$ cat src/hw/ig_defs.svh
`ifndef IG_DEFS_SVH
`define IG_DEFS_SVH

//////////////////////////////////////////////////
// frame geometry
//////////////////////////////////////////////////

// the frame is square, side is a power of two
`define IG_DIM_LOG2 8
`define IG_DIM      (1 << `IG_DIM_LOG2)

// raster address is {row, col}
`define IG_ADDR_W   (2 * `IG_DIM_LOG2)

//////////////////////////////////////////////////
// data widths
//////////////////////////////////////////////////

`define IG_PIX_W    8   // unsigned pixel
`define IG_FIELD_W  10  // signed difference of two pixels, one guard bit

`endif

$ cat src/hw/ig_pkg.sv
`include "ig_defs.svh"

package ig_pkg;

    //////////////////////////////////////////////////
    // pixel and address
    //////////////////////////////////////////////////

    typedef logic [`IG_PIX_W-1:0] pixel_t;  // unsigned grey level

    // row * IG_DIM + col, so the upper half is the row
    typedef logic [`IG_ADDR_W-1:0] addr_t;

    //////////////////////////////////////////////////
    // gradient
    //////////////////////////////////////////////////

    // one signed component, range -255 .. 255
    typedef logic signed [`IG_FIELD_W-1:0] field_t;

    // gx sits in the upper half of the word
    typedef struct packed {
        field_t gx;  // right minus centre
        field_t gy;  // lower minus centre
    } grad_t;

endpackage

$ cat src/hw/ig_engine.sv
`timescale 1ns/1ps
`include "ig_defs.svh"

module ig_engine (
    input  logic           clk,
    input  logic           rst_n,
    input  logic           start,
    output logic           busy,
    output logic           done,
    output logic           img_rd,
    output ig_pkg::addr_t  img_addr,
    input  ig_pkg::pixel_t img_pixel,
    output logic           grad_wr,
    output ig_pkg::addr_t  grad_addr,
    output ig_pkg::grad_t  grad_data
);

    localparam int LAST = `IG_DIM - 1;
    localparam int PAD  = `IG_FIELD_W - `IG_PIX_W;

    // read phase inside one visit
    localparam logic [1:0] PH_CEN = 2'd0;
    localparam logic [1:0] PH_RGT = 2'd1;
    localparam logic [1:0] PH_LOW = 2'd2;

    logic                    rd_active;  // issuing reads
    logic                    flush;      // trailing visit, its word is dropped
    logic [1:0]              phase;
    logic [`IG_DIM_LOG2-1:0] col;
    logic [`IG_DIM_LOG2-1:0] row;
    logic [`IG_DIM_LOG2-1:0] col_nxt;
    logic [`IG_DIM_LOG2-1:0] row_nxt;
    logic                    last_col;
    logic                    last_row;

    ig_pkg::addr_t cen_addr;
    ig_pkg::addr_t rgt_addr;
    ig_pkg::addr_t low_addr;

    logic          tag_vld;
    logic [1:0]    tag_phase;
    logic          tag_flush;
    ig_pkg::addr_t tag_addr;
    logic          low_ret;  // lower pixel is on img_pixel

    ig_pkg::pixel_t cen_q;
    ig_pkg::pixel_t rgt_q;
    ig_pkg::field_t gx;
    ig_pkg::field_t gy;

    logic          hold_vld;
    ig_pkg::grad_t hold_data;
    ig_pkg::addr_t hold_addr;

    //////////////////////////////////////////////////
    // raster position and neighbour addresses
    //////////////////////////////////////////////////

    assign col_nxt  = col + 1'b1;
    assign row_nxt  = row + 1'b1;
    assign last_col = (col == LAST[`IG_DIM_LOG2-1:0]);
    assign last_row = (row == LAST[`IG_DIM_LOG2-1:0]);

    assign cen_addr = {row, col};

    // outside the frame the centre stands in, so that field comes out zero
    assign rgt_addr = last_col ? cen_addr : {row, col_nxt};
    assign low_addr = last_row ? cen_addr : {row_nxt, col};

    always_comb begin
        case (phase)
            PH_RGT:  img_addr = rgt_addr;
            PH_LOW:  img_addr = low_addr;
            default: img_addr = cen_addr;
        endcase
    end

    assign img_rd = rd_active;

    //////////////////////////////////////////////////
    // sequencer
    //////////////////////////////////////////////////

    always_ff @(posedge clk) begin
        if (!rst_n) begin
            busy      <= 1'b0;
            done      <= 1'b0;
            rd_active <= 1'b0;
            flush     <= 1'b0;
            phase     <= PH_CEN;
            col       <= '0;
            row       <= '0;
        end else if (start && !busy) begin
            busy      <= 1'b1;
            done      <= 1'b0;
            rd_active <= 1'b1;
            flush     <= 1'b0;
            phase     <= PH_CEN;
            col       <= '0;
            row       <= '0;
        end else begin
            if (rd_active) begin
                if (phase == PH_LOW) begin
                    phase <= PH_CEN;
                    col   <= col_nxt;  // wraps to 0 after the last column
                    if (last_col) begin
                        row <= row_nxt;
                    end
                    // one more visit after the last pixel pushes out its word
                    if (flush) begin
                        rd_active <= 1'b0;
                    end else if (last_col && last_row) begin
                        flush <= 1'b1;
                    end
                end else begin
                    phase <= phase + 2'd1;
                end
            end
            // run ends when the trailing visit's lower read comes back
            if (low_ret && tag_flush) begin
                busy <= 1'b0;
                done <= 1'b1;
            end
        end
    end

    //////////////////////////////////////////////////
    // read tags, one cycle deep
    //////////////////////////////////////////////////

    always_ff @(posedge clk) begin
        if (!rst_n) begin
            tag_vld <= 1'b0;
        end else begin
            tag_vld <= img_rd;
        end
    end

    always_ff @(posedge clk) begin
        tag_phase <= phase;
        tag_flush <= flush;
        tag_addr  <= cen_addr;  // output address of this visit
    end

    assign low_ret = tag_vld && (tag_phase == PH_LOW);

    //////////////////////////////////////////////////
    // gradient datapath
    //////////////////////////////////////////////////

    always_ff @(posedge clk) begin
        if (tag_vld && (tag_phase == PH_CEN)) begin
            cen_q <= img_pixel;
        end
        if (tag_vld && (tag_phase == PH_RGT)) begin
            rgt_q <= img_pixel;
        end
    end

    // zero extend to field width, then subtract as signed
    assign gx = $signed({{PAD{1'b0}}, rgt_q}) - $signed({{PAD{1'b0}}, cen_q});
    assign gy = $signed({{PAD{1'b0}}, img_pixel}) - $signed({{PAD{1'b0}}, cen_q});

    // finished word waits here until the next visit completes
    always_ff @(posedge clk) begin
        if (!rst_n) begin
            hold_vld <= 1'b0;
        end else if (low_ret) begin
            hold_vld <= !tag_flush;
        end
    end

    always_ff @(posedge clk) begin
        if (low_ret) begin
            hold_data.gx <= gx;
            hold_data.gy <= gy;
            hold_addr    <= tag_addr;
        end
    end

    // the held word goes out as the next one takes its place
    assign grad_wr   = low_ret && hold_vld;
    assign grad_addr = hold_addr;
    assign grad_data = hold_data;

endmodule

$ cat config.mk
export PLATFORM = sky130hd
export DESIGN_NAME = ig_engine
export DESIGN_NICKNAME = d
export VERILOG_FILES = /design/src/hw/ig_pkg.sv /design/src/hw/ig_engine.sv
export VERILOG_INCLUDE_DIRS = /design/src /design/src/hw
export SDC_FILE = /design/constraint.sdc
export NUM_CORES = 1
export LEC_CHECK = 0
export BUFFER_PORTS_ARGS = -buffer_cell sky130_fd_sc_hd__buf_2
export CELL_PAD_IN_SITES_DETAIL_PLACEMENT = 0
export CELL_PAD_IN_SITES_GLOBAL_PLACEMENT = 1
export CORE_ASPECT_RATIO = 0.8
export CORE_MARGIN = 5
export CORE_UTILIZATION = 35
export CTS_BUF_LIST = sky130_fd_sc_hd__clkbuf_2 sky130_fd_sc_hd__clkbuf_4 sky130_fd_sc_hd__clkbuf_8
export DETAILED_ROUTE_END_ITERATION = 10
export MAX_ROUTING_LAYER = met4
export PLACE_DENSITY = 0.75
export SLEW_MARGIN = 20
export SYNTH_ARGS = -nofsm -noshare
export SYNTH_HDL_FRONTEND = slang
export SYNTH_SLANG_ARGS = --single-unit
$ cat constraint.sdc
create_clock -name clk -period 2.5 [get_ports clk]
set_input_delay 0 -clock clk [delete_from_list [all_inputs] [get_ports clk]]
set_output_delay 0 -clock clk [all_outputs]
set_load 0.02 [all_outputs]
==> results.txt <==
synth unique cells: 50
clk sinks: 93
post-synth top area cell: edfxtp_1
clock latency at the later pin of the worst-skew pair: 0.36 ns
post-route setup TNS: 0 ns
Detail Placement HPWL: 5973 um
first-pass GRT wire length: 13,840 um
CP max FO: 16
pwr dens: 589.0 nW/um2
CP required: 2.50 ns
placed standard-cell area: 4616 um2
CORE AREA: 11,520 um2
maxcap violations: 0
Reg clk slew, reported paths: 0.09 ns
Final Cycle Share: 92.60%
CTS max path bufs: 2
number of global-route vias before repair: 2,778
Vias: 2,942
Worst slew margin: 48.89%
Worst-Margin Slew: 0.7649 ns
Area Overhead vs Synth: 19.90%
Synth Register Bits: 93
DR iter-0 viols: 136
final antenna-violating net count: 0
Worst Hold Class: reg -> reg
num rows: 35
Die Area: 14,090 um2
fin area: 4954 um2
Worst VDD drop: 333.0 uV
io pins: 67
EDFF count, synth: 50
CTS root buf: clkbuf_8
leakage: 0.001981 uW
Routed Wire Length: 8357 um
largest net degree at the start of global routing: 25
Initial Utilization: 35.87%
ys async rst share: 0%
H-tree Lvls: 3
final setup vio count: 0
sequential area share after synthesis: 57.18%
startpoint types: register
top cells by area, synth: edfxtp_1, dfxtp_1, ha_1
fin crit period: 2.315 ns
post-CTS setup buffer count: 0
DRC violations left: 0
remaining global-route overflow: 0
endpoints failing hold: 0
Syn. warnings: 0
Arrival @ worst endpoint: 2.31 ns
critical path class: reg -> out
# port buffers: 66
RSZ-0062 raised after global routing: no
Via density: 4.887
Fmax achieved: 432.0 MHz
Synthesized Nets: 407
CTS tree: built
CTS Buf Count: 9
Mapped Area: 4131 um2
gr usage total: 12.53%
Die Width: 131.5 um
fin nets: 483
Fillers: 1,101
Setup crit end kind: primary output
drt pass-1 iters: 4
DR WL/cell: 13.88 um
Avg Synthesized Cell Area: 11.08 um2
commonest non-fill, non-tap cell in the layout: buf_2
initial antenna violation count: 0
Clock Skews: 0.007318 ns
area fraction of the dominant cell type after synthesis: 36.34%
layout cell share with drive strength beyond 1: 21.81%
Mapped Cells: 373
gp weighted congestion: 0.8138
Most used DFF post-synth: edfxtp_1
die height: 107.2 um
Antenna diodes: 0
max-slew violation count: 0
commonest cells after routing, fill and taps aside: buf_2, edfxtp_1, dfxtp_1
status: finished, final reports clean
-- sequential cells by signal, summed over array words and instances (netlist names) --
name / cells
grad_data: 18
grad_addr: 16
tag_addr: 16
cen_q: 8
col: 8
rgt_q: 8
row: 8
phase: 2
tag_phase: 2
busy: 1
done: 1
flush: 1
hold_vld: 1
img_rd: 1
tag_flush: 1
tag_vld: 1
-- repair_timing --
| item | CTS | global route |
|---|---|---|
| endpoints found under the setup margin | 0 | 2 |
| gates resized for setup | 0 | 2 |
| hold endpoints to repair | 20 | 0 |
| hold buffers | 11 | 0 |
-- cells by family after synthesis --
logic type / Yosys count / share of synthesized area (%)
buf+inv: 40 / 4.149
mux: 6 / 1.484
simple gates: 133 / 16.14
xor+xnor: 21 / 4.452
flops: 93 / 57.18
fa+ha+maj: 23 / 7.329
compound gates: 57 / 9.267
-- where the power goes --
part	internal [uW]	switching, uW
registers	1620	10.8
logic	78.6	107
clock network	583	517
total	2280	636
-- final cells by class --
type | count | area [um2] | share of cell area, %
Inverter | 24 | 90.09 | 1.819
Timing Repair Buffer | 81 | 483.0 | 9.750
Sequential cell | 93 | 2362 | 47.69
Multi-Input combinational cell | 240 | 1614 | 32.58
Tap cell | 148 | 185.2 | 3.738
Clock buffer | 11 | 136.4 | 2.753
Clock inverter | 5 | 82.58 | 1.667
-- final timing paths --
path	start	to	slack [ns]	depth (start not counted)
hold / removal	flush$_SDFFE_PP0P_	tag_flush$_DFF_P_	0.38	0
setup reg to reg	cen_q[0]$_DFFE_PP_	grad_data[18]$_DFFE_PN_	0.23	7
hold reg to reg	flush$_SDFFE_PP0P_	tag_flush$_DFF_P_	0.38	0
setup / recovery	phase[1]$_SDFFE_PP0P_	img_addr[6]	0.19	6
-- critical path, stage by stage (launching register included) --
cell	delay (ns)
dfxtp_1	0.40
inv_1	0.08
ha_1	0.64
nand2b_1	0.33
nand2_1	0.14
o311ai_0	0.16
buf_2	0.21
-- Yosys cell counts (2+ instances only) --
library cell / instances
or2_2: 2
buf_4: 2
nor2b_1: 6
o311a_1: 2
o21a_1: 2
a21oi_1: 13
buf_1: 2
nand2_1: 33
o21ai_0: 12
nor3_1: 10
buf_2: 3
and2_1: 2
a21boi_0: 2
clkbuf_1: 6
a31oi_1: 6
ha_1: 21
xnor2_1: 11
nor2_1: 35
nor3_2: 3
a211o_1: 2
inv_1: 24
dfxtp_1: 43
mux2i_1: 5
and3_1: 6
nand3_1: 19
edfxtp_1: 50
o2111ai_1: 2
o211ai_1: 4
fa_1: 2
nand4_1: 2
nand2b_1: 4
and3b_1: 2
xor2_1: 10
clkbuf_2: 2
a22o_1: 7
nand3b_1: 2
-- routing by layer --
metal | part of all wire (%) | track usage, %
met4 | 0.54 | 3.304
met1 | 48 | 15.96
met3 | 4.7 | 4.081
met5 | 0 | -
met2 | 47 | 19.38
-- stage by stage --
stage | hold slack (ns) | cells | power (uW) | worst slack, ns | utilization, %
4_1_cts | 0.3638 | 602 | 2961 | 0.1811 | 42.93
6_report | 0.3792 | 602 | 2918 | 0.1851 | 43.01
5_1_grt | 0.3783 | 602 | 3052 | 0.02411 | 43.01
3_3_place_gp | 0.2128 | 575 | 1835 | 0.2827 | 40.08
2_1_floorplan | 0.09887 | 373 | 1788 | 0.05051 | -
3_5_place_dp | 0.2159 | 575 | 1840 | 0.2181 | 40.08
(Power assumes the default switching activity.)
